File: src/hdl/axi_pkg.sv
package axi_pkg;

    localparam int AXI_LEN_W  = 8;
    localparam int AXI_SIZE_W = 3;

    // every transfer here is a single beat
    localparam logic [AXI_LEN_W-1:0] AXI_LEN_SINGLE = '0;

    // writes issued but not yet answered on b
    localparam int MAX_PENDING = 15;
    localparam int PEND_W      = $clog2(MAX_PENDING + 1);

endpackage

File: src/hdl/mem_pkg.sv
package mem_pkg;

    // pipeline side widths
    localparam int ADDR_W = 32;
    localparam int DATA_W = 32;
    localparam int MASK_W = DATA_W / 8;

    // size code 0 is byte, 1 half and 2 word
    localparam int SIZE_W = 2;

    // uncached store buffer
    localparam int SB_DEPTH = 8;
    localparam int SB_PTR_W = $clog2(SB_DEPTH);

    // one pending uncached store
    typedef struct packed {
        logic [ADDR_W-1:0] waddr;
        logic [SIZE_W-1:0] wsize;
        logic [MASK_W-1:0] wstrb;
        logic [DATA_W-1:0] wdata; // lanes already placed as on axi
    } store_entry;

endpackage
File: src/hdl/mmio_dcache.sv
module mmio_dcache
    import mem_pkg::*, axi_pkg::*;
(
    input  logic                  clk,
    input  logic                  rst,
    // pipeline
    input  logic                  stallM,
    output logic                  dstall,
    input  logic [ADDR_W-1:0]     M_mem_pa,
    input  logic                  M_mem_en,
    input  logic                  M_mem_write,
    input  logic                  M_mem_uncached,
    input  logic [MASK_W-1:0]     M_wmask,
    input  logic [SIZE_W-1:0]     M_mem_size,
    input  logic [DATA_W-1:0]     M_wdata,
    output logic [DATA_W-1:0]     M_rdata,
    // axi master
    output logic [ADDR_W-1:0]     araddr,
    output logic [AXI_LEN_W-1:0]  arlen,
    output logic [AXI_SIZE_W-1:0] arsize,
    output logic                  arvalid,
    input  logic                  arready,
    input  logic [DATA_W-1:0]     rdata,
    input  logic                  rvalid,
    output logic                  rready,
    output logic [ADDR_W-1:0]     awaddr,
    output logic [AXI_LEN_W-1:0]  awlen,
    output logic [AXI_SIZE_W-1:0] awsize,
    output logic                  awvalid,
    input  logic                  awready,
    output logic [DATA_W-1:0]     wdata,
    output logic [MASK_W-1:0]     wstrb,
    output logic                  wlast,
    output logic                  wvalid,
    input  logic                  wready,
    input  logic                  bvalid,
    output logic                  bready
);

    logic       push;
    store_entry push_data;
    logic       full;
    logic       empty;
    store_entry head;
    logic       pop;
    logic       issued;
    logic       write_busy;
    logic       writes_pending;

    assign bready = 1'b1; // responses always accepted

    mmio_ctrl_fsm u_fsm (
        .clk, .rst, .stallM, .M_mem_en, .M_mem_write, .M_mem_uncached,
        .M_mem_pa, .M_mem_size, .M_wmask, .M_wdata, .dstall, .M_rdata,
        .full, .empty, .push, .push_data, .write_busy, .writes_pending,
        .araddr, .arlen, .arsize, .arvalid, .arready, .rdata, .rvalid, .rready
    );

    store_fifo #(
        .entry_t(store_entry)
    ) u_store_fifo (
        .clk, .rst, .push, .push_data, .pop, .head, .empty, .full
    );

    axi_write_issuer u_issuer (
        .clk, .rst, .empty, .head, .pop, .issued, .write_busy,
        .awaddr, .awlen, .awsize, .awvalid, .awready,
        .wdata, .wstrb, .wlast, .wvalid, .wready
    );

    pending_write_counter u_pending (
        .clk, .rst, .issued, .bvalid, .writes_pending
    );

endmodule

File: src/hdl/mmio_ctrl_fsm.sv
module mmio_ctrl_fsm
    import mem_pkg::*, axi_pkg::*;
(
    input  logic                  clk,
    input  logic                  rst,
    // pipeline
    input  logic                  stallM,
    input  logic                  M_mem_en,
    input  logic                  M_mem_write,
    input  logic                  M_mem_uncached,
    input  logic [ADDR_W-1:0]     M_mem_pa,
    input  logic [SIZE_W-1:0]     M_mem_size,
    input  logic [MASK_W-1:0]     M_wmask,
    input  logic [DATA_W-1:0]     M_wdata,
    output logic                  dstall,
    output logic [DATA_W-1:0]     M_rdata,
    // store buffer
    input  logic                  full,
    input  logic                  empty,
    output logic                  push,
    output store_entry            push_data,
    // write side status
    input  logic                  write_busy,
    input  logic                  writes_pending,
    // ar and r channels
    output logic [ADDR_W-1:0]     araddr,
    output logic [AXI_LEN_W-1:0]  arlen,
    output logic [AXI_SIZE_W-1:0] arsize,
    output logic                  arvalid,
    input  logic                  arready,
    input  logic [DATA_W-1:0]     rdata,
    input  logic                  rvalid,
    output logic                  rready
);

    typedef enum logic [1:0] {
        IDLE,
        UNCACHED_READ,
        SAVE_RESULT
    } state_t;

    state_t            state;
    logic              saved;       // current store already in the buffer
    logic [DATA_W-1:0] saved_rdata;

    logic is_load;
    logic is_store;
    logic drained;
    logic load_stall;
    logic store_stall;

    // cached accesses (M_mem_uncached low) fall through untouched
    assign is_load  = M_mem_en && M_mem_uncached && !M_mem_write;
    assign is_store = M_mem_en && M_mem_uncached && M_mem_write;

    // every earlier store sent and acknowledged
    assign drained = empty && !write_busy && !writes_pending;

    assign load_stall  = is_load && (state != SAVE_RESULT);
    assign store_stall = is_store && (state != IDLE || (full && !saved));

    assign dstall = (state == IDLE) ? (load_stall || store_stall) : (state != SAVE_RESULT);

    assign push      = (state == IDLE) && is_store && !full && !saved;
    assign push_data = '{waddr: M_mem_pa, wsize: M_mem_size, wstrb: M_wmask, wdata: M_wdata};

    assign M_rdata = (state == SAVE_RESULT) ? saved_rdata : '0;
    assign arlen   = AXI_LEN_SINGLE;
    assign rready  = 1'b1;

    always_ff @(posedge clk) begin
        if (rst) begin
            saved <= 1'b0;
        end else begin
            if (push) begin
                saved <= 1'b1;
            end
            if (!dstall && !stallM) begin
                saved <= 1'b0; // pipeline moved on
            end
        end
    end

    always_ff @(posedge clk) begin
        if (rst) begin
            state   <= IDLE;
            arvalid <= 1'b0;
        end else begin
            case (state)
                IDLE: begin
                    if (is_load && drained) begin
                        arvalid <= 1'b1;
                        state   <= UNCACHED_READ;
                    end
                end
                UNCACHED_READ: begin
                    if (arvalid && arready) begin
                        arvalid <= 1'b0;
                    end
                    if (rvalid) begin
                        state <= SAVE_RESULT;
                    end
                end
                SAVE_RESULT: begin
                    if (!stallM) begin
                        state <= IDLE;
                    end
                end
                default: state <= IDLE;
            endcase
        end
    end

    // read address and returned word
    always_ff @(posedge clk) begin
        if (state == IDLE && is_load && drained) begin
            araddr <= M_mem_pa;
            arsize <= {{(AXI_SIZE_W - SIZE_W){1'b0}}, M_mem_size};
        end
        if (state == UNCACHED_READ && rvalid) begin
            saved_rdata <= rdata;
        end
    end

    assert property (@(posedge clk) disable iff (rst) arvalid |-> state == UNCACHED_READ)
        else $error("mmio_ctrl_fsm: arvalid outside UNCACHED_READ");

endmodule

File: src/hdl/pending_write_counter.sv
module pending_write_counter
    import axi_pkg::*;
(
    input  logic clk,
    input  logic rst,
    input  logic issued, // w beat accepted
    input  logic bvalid, // bready is always high
    output logic writes_pending
);

    logic [PEND_W-1:0] count;

    assign writes_pending = (count != 0);

    always_ff @(posedge clk) begin
        if (rst) begin
            count <= '0;
        end else begin
            case ({issued, bvalid})
                2'b10:   count <= count + 1'b1;
                2'b01:   count <= count - 1'b1;
                default: count <= count; // both or neither
            endcase
        end
    end

    // a response always belongs to an earlier w beat
    assert property (@(posedge clk) disable iff (rst) bvalid |-> count != 0)
        else $error("pending_write_counter: bvalid with nothing outstanding");

    assert property (@(posedge clk) disable iff (rst)
        issued && !bvalid |-> count < MAX_PENDING)
        else $error("pending_write_counter: overflow");

endmodule

File: src/hdl/axi_write_issuer.sv
module axi_write_issuer
    import mem_pkg::*, axi_pkg::*;
(
    input  logic                  clk,
    input  logic                  rst,
    // store buffer head
    input  logic                  empty,
    input  store_entry            head,
    output logic                  pop,
    // to counter and fsm
    output logic                  issued,
    output logic                  write_busy,
    // aw channel
    output logic [ADDR_W-1:0]     awaddr,
    output logic [AXI_LEN_W-1:0]  awlen,
    output logic [AXI_SIZE_W-1:0] awsize,
    output logic                  awvalid,
    input  logic                  awready,
    // w channel
    output logic [DATA_W-1:0]     wdata,
    output logic [MASK_W-1:0]     wstrb,
    output logic                  wlast,
    output logic                  wvalid,
    input  logic                  wready
);

    logic aw_done;
    logic w_done;

    assign aw_done = awvalid && awready;
    assign w_done  = wvalid && wready;

    // next entry only once both aw and w of the last one are gone
    assign write_busy = awvalid || wvalid;
    assign pop        = !empty && !write_busy;
    assign issued     = w_done;

    assign awlen = AXI_LEN_SINGLE;

    // address and data registers loaded on pop
    always_ff @(posedge clk) begin
        if (pop) begin
            awaddr <= head.waddr;
            awsize <= {{(AXI_SIZE_W - SIZE_W){1'b0}}, head.wsize};
            wdata  <= head.wdata;
            wstrb  <= head.wstrb;
        end
    end

    always_ff @(posedge clk) begin
        if (rst) begin
            awvalid <= 1'b0;
            wvalid  <= 1'b0;
            wlast   <= 1'b0;
        end else if (pop) begin
            awvalid <= 1'b1;
            wvalid  <= 1'b1;
            wlast   <= 1'b1; // single beat
        end else begin
            if (aw_done) begin
                awvalid <= 1'b0;
            end
            if (w_done) begin
                wvalid <= 1'b0;
                wlast  <= 1'b0;
            end
        end
    end

    assert property (@(posedge clk) disable iff (rst) awvalid && !awready |=> awvalid)
        else $error("axi_write_issuer: awvalid dropped before awready");

endmodule

File: src/hdl/store_fifo.sv
module store_fifo
    import mem_pkg::*;
#(
    parameter type entry_t = store_entry
) (
    input  logic   clk,
    input  logic   rst,
    input  logic   push,
    input  entry_t push_data,
    input  logic   pop,
    output entry_t head,
    output logic   empty,
    output logic   full
);

    entry_t mem [SB_DEPTH];

    logic [SB_PTR_W-1:0] rd_ptr;
    logic [SB_PTR_W-1:0] wr_ptr;
    logic [SB_PTR_W:0]   count; // one extra bit so all slots are usable

    logic do_push;
    logic do_pop;

    assign empty = (count == 0);
    assign full  = (count == SB_DEPTH);

    // full fifo still takes a push when the head leaves in the same cycle
    assign do_push = push && (!full || pop);
    assign do_pop  = pop && !empty;

    assign head = mem[rd_ptr];

    always_ff @(posedge clk) begin
        if (do_push) begin
            mem[wr_ptr] <= push_data;
        end
    end

    always_ff @(posedge clk) begin
        if (rst) begin
            rd_ptr <= '0;
            wr_ptr <= '0;
            count  <= '0;
        end else begin
            if (do_push) begin
                wr_ptr <= wr_ptr + 1'b1; // wraps since depth is a power of two
            end
            if (do_pop) begin
                rd_ptr <= rd_ptr + 1'b1;
            end
            case ({do_push, do_pop})
                2'b10:   count <= count + 1'b1;
                2'b01:   count <= count - 1'b1;
                default: count <= count;
            endcase
        end
    end

    assert property (@(posedge clk) disable iff (rst) push && full |-> pop)
        else $error("store_fifo: push while full");

    assert property (@(posedge clk) disable iff (rst) pop |-> !empty)
        else $error("store_fifo: pop while empty");

endmodule

File: config.mk
export PLATFORM = sky130hd
export DESIGN_NAME = mmio_dcache
export DESIGN_NICKNAME = d
export VERILOG_FILES = /design/src/hdl/axi_pkg.sv /design/src/hdl/mem_pkg.sv /design/src/hdl/mmio_dcache.sv /design/src/hdl/mmio_ctrl_fsm.sv /design/src/hdl/pending_write_counter.sv /design/src/hdl/axi_write_issuer.sv /design/src/hdl/store_fifo.sv
export SDC_FILE = /design/constraint.sdc
export NUM_CORES = 1
export LEC_CHECK = 0
export BUFFER_PORTS_ARGS = -buffer_cell sky130_fd_sc_hd__buf_2
export CAP_MARGIN = 10
export CELL_PAD_IN_SITES_DETAIL_PLACEMENT = 1
export CELL_PAD_IN_SITES_GLOBAL_PLACEMENT = 1
export CORE_MARGIN = 1.5
export CORE_UTILIZATION = 50
export DETAILED_ROUTE_END_ITERATION = 8
export PLACE_DENSITY_LB_ADDON = 0.3
export SETUP_SLACK_MARGIN = 0.05
export SYNTH_ARGS = -nofsm -noshare
export SYNTH_HDL_FRONTEND = slang
export SYNTH_SLANG_ARGS = --single-unit
File: constraint.sdc
create_clock -name clk -period 16.06 [get_ports clk]
set_input_delay 4.015 -clock clk [delete_from_list [all_inputs] [get_ports clk]]
set_output_delay 4.015 -clock clk [all_outputs]
set_load 0.02 [all_outputs]
# Yosys cells after proc, flatten, opt, wreduce, memory -nomap -nowiden
# Memories as Yosys holds them, arrays and structs flattened. A register that Yosys moved wholly into a read port is not among the register bits.
# Cells that the tools add are included.
# op_classes
n_addsub	6
eq_ne	12
n_mux	17
reduce_logical	46
# op_table
op	n
32-bit two-way mux	1
1-bit logical AND	22
4-bit case mux with 2 select lines	2
2-bit nonzero test	6
1-bit two-way mux	9
4-bit by 1-bit adder with 4-bit output (second input constant)	2
1-bit logical NOT	8
2-bit inequality test (second input constant)	4
4-bit by 1-bit subtractor with 4-bit output (second input constant)	2
3-bit by 1-bit adder with 3-bit output (second input constant)	2
2-bit by 1-bit equality test with 1-bit output (second input constant)	3
2-bit equality test (second input constant)	3
2-bit two-way mux	3
2-bit case mux with 3 select lines	1
3-bit AND reduction	2
4-bit equality test (second input constant)	1
4-bit logical NOT	1
1-bit logical OR	4
4-bit nonzero test	1
2-bit logical NOT	1
2-bit by 1-bit inequality test with 1-bit output (second input constant)	1
1-bit case mux with 2 select lines	1
2-bit OR reduction	1
# totals
out_inout_bits	161
n_memories	1
inputBits	113
register_bits	86
word_cells	94
ramBits	560
# memory_table
name	words	width	rd	rd_ports_with_merged_regs	write_ports	line_no	rtl
u_store_fifo.mem	8	70	1	1	1	store_fifo.sv:16	entry_t mem [SB_DEPTH];

# Logic depth before layout (Yosys ltp)
# depth
depth_word	9
ltp_mapped	12
depth_no_buf	10

# By module
# A second synthesis with hierarchy kept.
# unflattened
cells_unflattened	1216
hier_area_um2	27251.1
# modules_own_cells
module	seq_area_each_um2	n_inst	cells_per_inst	area_per_inst_um2
store_fifo	17076.4	1	883	21670.8
mmio_ctrl_fsm	2062.0	1	211	3034.2
axi_write_issuer	2142.1	1	91	2273.4
pending_write_counter	80.1	1	29	261.5
mmio_dcache	0.0	1	2	11.3

# Worst setup path after synthesis
# No wires, ideal clock.
# synth_path
kind	input -> register
from	input M_mem_en
to	memory u_store_fifo.mem[0][0] (netlist name), enable pin
path_buffers	1
t_arrival_ns	9.554
path_slack_ns	5.921
path_stages	5
setup_ns	0.584
required_time_ns	15.476
cell_sequence	and4bb_2 -> nor4bb_1 -> buf_2 -> nand2b_1 -> nor3_1
# synth_via
elab_chain_len	8
# synth_rtl
element	line_no	rtl
start, declared	mmio_dcache.sv:10	input logic M_mem_en,
1-bit logical AND (2 in a row)	mmio_ctrl_fsm.sv:54	assign is_store = M_mem_en && M_mem_uncached && M_mem_write;
1-bit logical AND (3 in a row)	mmio_ctrl_fsm.sv:64	assign push = (state == IDLE) && is_store && !full && !saved;
1-bit logical AND	store_fifo.sv:29	assign do_push = push && (!full || pop);
1-bit two-way mux	store_fifo.sv:35	if (do_push) begin
1-bit two-way mux (implied by the code)	store_fifo.sv:36	mem[wr_ptr] <= push_data;
end, declared	store_fifo.sv:16	
# Every way passes these cells.

# Final worst setup path
# layout_path
from	input M_mem_write
to	output dstall
# layout_via
elab_chain_len	5
word_cells_on_any_way	7
cone_classes	1 x mux; 6 x reduce/logical
# layout_rtl
element	line_no	rtl
start, declared	mmio_dcache.sv:11	input logic M_mem_write,
1-bit logical NOT	mmio_ctrl_fsm.sv:53	assign is_load = M_mem_en && M_mem_uncached && !M_mem_write;
1-bit logical AND	mmio_ctrl_fsm.sv:53	
1-bit logical AND	mmio_ctrl_fsm.sv:59	assign load_stall = is_load && (state != SAVE_RESULT);
1-bit logical OR (*)	mmio_ctrl_fsm.sv:62	assign dstall = (state == IDLE) ? (load_stall || store_stall) : (state != SAVE_RESULT);
1-bit two-way mux (*)	mmio_ctrl_fsm.sv:62	
end, declared	mmio_dcache.sv:8	output logic dstall,
# Every way passes the cells marked *; elsewhere a longest branch is shown, timed or not.

==> flow_summary.json <==
{
  "status": "complete, no violations",
  "worst_pin_slew_ns": 1.084,
  "drt-pass1-iter-count": 5,
  "first_global_vias": 13280,
  "cp-end-kind": "output pin",
  "hpwl_mm": 31.33,
  "path_cells": "buf_2, o21ai_0, a41o_1, buf_2",
  "startpoint_type": "input port",
  "final_area_um2": 30870,
  "yosysSeqAreaShare_pct": 80.08,
  "skew_ns": 0.02596,
  "hp-start": "u_fsm.arvalid",
  "postCtsSetupRepairBufs": 0,
  "synth_flop_cell": "edfxtp_1",
  "path_class": "input port to output pin",
  "clk_path_buf_depth": 3,
  "cts_hold_buffers": 0,
  "synth_edf_count": 696,
  "max_stage_delay_ns": 0.25,
  "cp_max_fo": 5,
  "fillers": 4531,
  "core_um2": 52550,
  "layout.nets": 1558,
  "ys_ff_latch": 716,
  "min_to": "u_fsm.arvalid",
  "rrSetupSlack_ns": 12.46,
  "crit_slowest_cell": "a41o_1",
  "drcViolationCount": 0,
  "insertion_delay_ns": 0.61,
  "die_w_um": 233.6,
  "wl_per_cell_um": 25.76,
  "hp-class": "flop to flop",
  "cts_resized": 0,
  "fin_crit_sh_pct": 53.89,
  "max_freq_mhz": 115.5,
  "drv_slew": 0,
  "rows": 84,
  "rsz0062_at_grt": "no",
  "avgSynthCellArea_um2": 23.27,
  "cts_sinks": 716,
  "synth.distinct_cells": 39,
  "max_slew_margin_pct": 27.71,
  "crit_required_ns": 12.05,
  "die_y_um": 233.6,
  "grt_overflow": 0,
  "r2r_cells": 6,
  "initial_core_util_pct": 50.61,
  "ys_warn_count": 0,
  "antenna_found_initial": 3,
  "diodes": 0,
  "hold_slack_ns": 0.4770,
  "portBuffers": 253,
  "grt_first_pass_wirelength_mm": 83.35,
  "hold_viol": 0,
  "htreeDepth": 3,
  "tns_ns": 0,
  "routed_via_density": 5.596,
  "drive_above_1_share_pct": 40.05,
  "cp_common_cell": "buf_2",
  "cts_root_buf": "clkbuf_16",
  "syn_inst": 1143,
  "grt_usage_pct": 21.15,
  "cpLargestDelayFamily": "compound AO/OA/AOI/OAI gates",
  "gp_congestion": 0.7604,
  "reg2reg_from": "u_fsm.state[0]",
  "powerDensity_nw_per_um2": 155.2,
  "placed_cell_area_um2": 28560,
  "period_minus_slack_ns": 8.654,
  "r2r-end": "u_store_fifo.mem[4][22]",
  "dieArea_um2": 54590,
  "cts_tree": "yes",
  "antenna_left": 0,
  "syn2layout_area_growth_pct": 16.05,
  "synth_area_um2": 26600,
  "ios": 274,
  "drt_iter0_drc": 811,
  "numCtsBuffers": 72,
  "synthArstFlopShare_pct": 0,
  "crit_arrival_ns": 4.64,
  "ir_drop_mv": 0.1214,
  "cap_violations": 0,
  "clkTransAtPathRegs_ns": 0.06,
  "p_leak_nw": 10.17,
  "grt_max_degree": 62,
  "vias": 12180,
  "wl_mm": 56.06,
  "cp_num_buf_inv": 2,
  "setup_violations": 0,
  "min_path_cells": 2
}
through the flow:
stage	total power [W]	std cells	util, %	setup slack [ns]
floorplan	0.002920	1161	-	5.921
global placement	0.003166	2050	54.35	7.421
detailed placement	0.003190	2050	54.35	7.408
CTS	0.004854	2176	58.74	7.403
global route	0.004966	2176	58.74	7.370
finish	0.004790	2176	58.74	7.406
final cells by class:
cell class	count	area, µm²	area share (%)
multi-input cells	367	4954	16.05
repair buffers	272	1409	4.564
clock inverters	39	381.6	1.236
flip-flops and latches	716	21310	69.04
clock buffers	87	1922	6.226
well taps	688	860.8	2.789
inverters	7	28.78	0.09323
synthesized netlist by cell type, drive strengths merged, types with 4 or more instances:
cell type  count  share of area (%)
edfxtp       696                 79
nor3           7               0.13
a21oi         13               0.24
mux4         140                 12
nor2          22               0.31
inv            7              0.099
xor2           6               0.20
mux2          71                3.0
nand2          8               0.11
clkbuf        22               0.31
ha             8               0.38
and2          33               0.78
buf           49                1.3
o21ai          4              0.075
nand2b         7               0.16
dfxtp         20                1.5
routing by layer:
metal / part of all wire [%] / GRT usage, % / wire length [µm]
met1: 40 / 27.11 / 22630
met2: 53 / 36.40 / 29440
met3: 4.7 / 3.906 / 2650
met4: 2.3 / 7.252 / 1298
met5: 0.071 / 0 / 40
flip-flops by register name (all words and copies together) (netlist names), 2 cells and up:
register,cells
u_store_fifo.wr_ptr,3
u_issuer.awsize,2
u_store_fifo.rd_ptr,3
u_issuer.wdata,32
u_store_fifo.mem,560
u_store_fifo.count,4
u_issuer.awaddr,32
u_fsm.saved_rdata,32
u_pending.count,4
u_fsm.arsize,2
u_issuer.wstrb,4
u_fsm.araddr,32
u_fsm.state,2
power by group:
| part | leakage [nW] | internal (W) | switching [W] |
|---|---|---|---|
| logic | 2.60 | 0.000331 | 0.000487 |
| clock network | 1.11 | 0.000965 | 0.000687 |
| registers | 6.46 | 0.00224 | 0.0000818 |
layout by cell type, fill, tap and decap left out, types with 2 or more instances in the layout:
cell type	n
nor2_4	6
inv_1	5
nor4b_1	3
bufinv_16	7
a21oi_1	13
mux2_2	70
nor3_2	2
o31ai_1	2
dfxtp_4	3
clkinv_1	15
nand2_1	8
and2_1	33
xor2_1	6
edfxtp_1	696
o21ai_0	3
nor3_1	5
clkbuf_16	75
dfxtp_1	17
mux2i_1	3
clkinv_2	7
xnor2_1	2
inv_6	3
buf_2	253
nor4bb_1	2
ha_1	8
nand2b_1	7
mux4_2	140
clkinvlp_4	6
or3_1	2
nor2_1	16
nor2b_1	3
buf_4	19
nor4_1	2
clkbuf_1	12
conb_1	20
worst max-delay path by stage:
stage / endpoint / slack [ns] / depth (start not counted) / start
5_1_grt: dstall / 7.37 / 4 / M_mem_write
3_3_place_gp: dstall / 7.42 / 4 / M_mem_write
3_5_place_dp: dstall / 7.41 / 4 / M_mem_write
2_1_floorplan: u_store_fifo.mem[0][0] / 5.92 / 5 / M_mem_en
6_report: dstall / 7.41 / 4 / M_mem_write
4_1_cts: dstall / 7.40 / 4 / M_mem_write
cells by family after synthesis:
family,synth area share (%)
AOI/OAI and AO/OA,0.4704
xor gates and xnor gates,0.2634
adders and majority gates,0.4516
buffers and inverters,1.755
DFF,80.08
muxes,14.97
other,0.02824
and+or+nand+nor,1.976
worst min-delay path, cell delays in order (launching register included):
cell,delay (ns)
dfxtp_1,0.31
nand2_1,0.06
a21oi_1,0.06
Note: power is estimated with default switching activity, not from simulation.
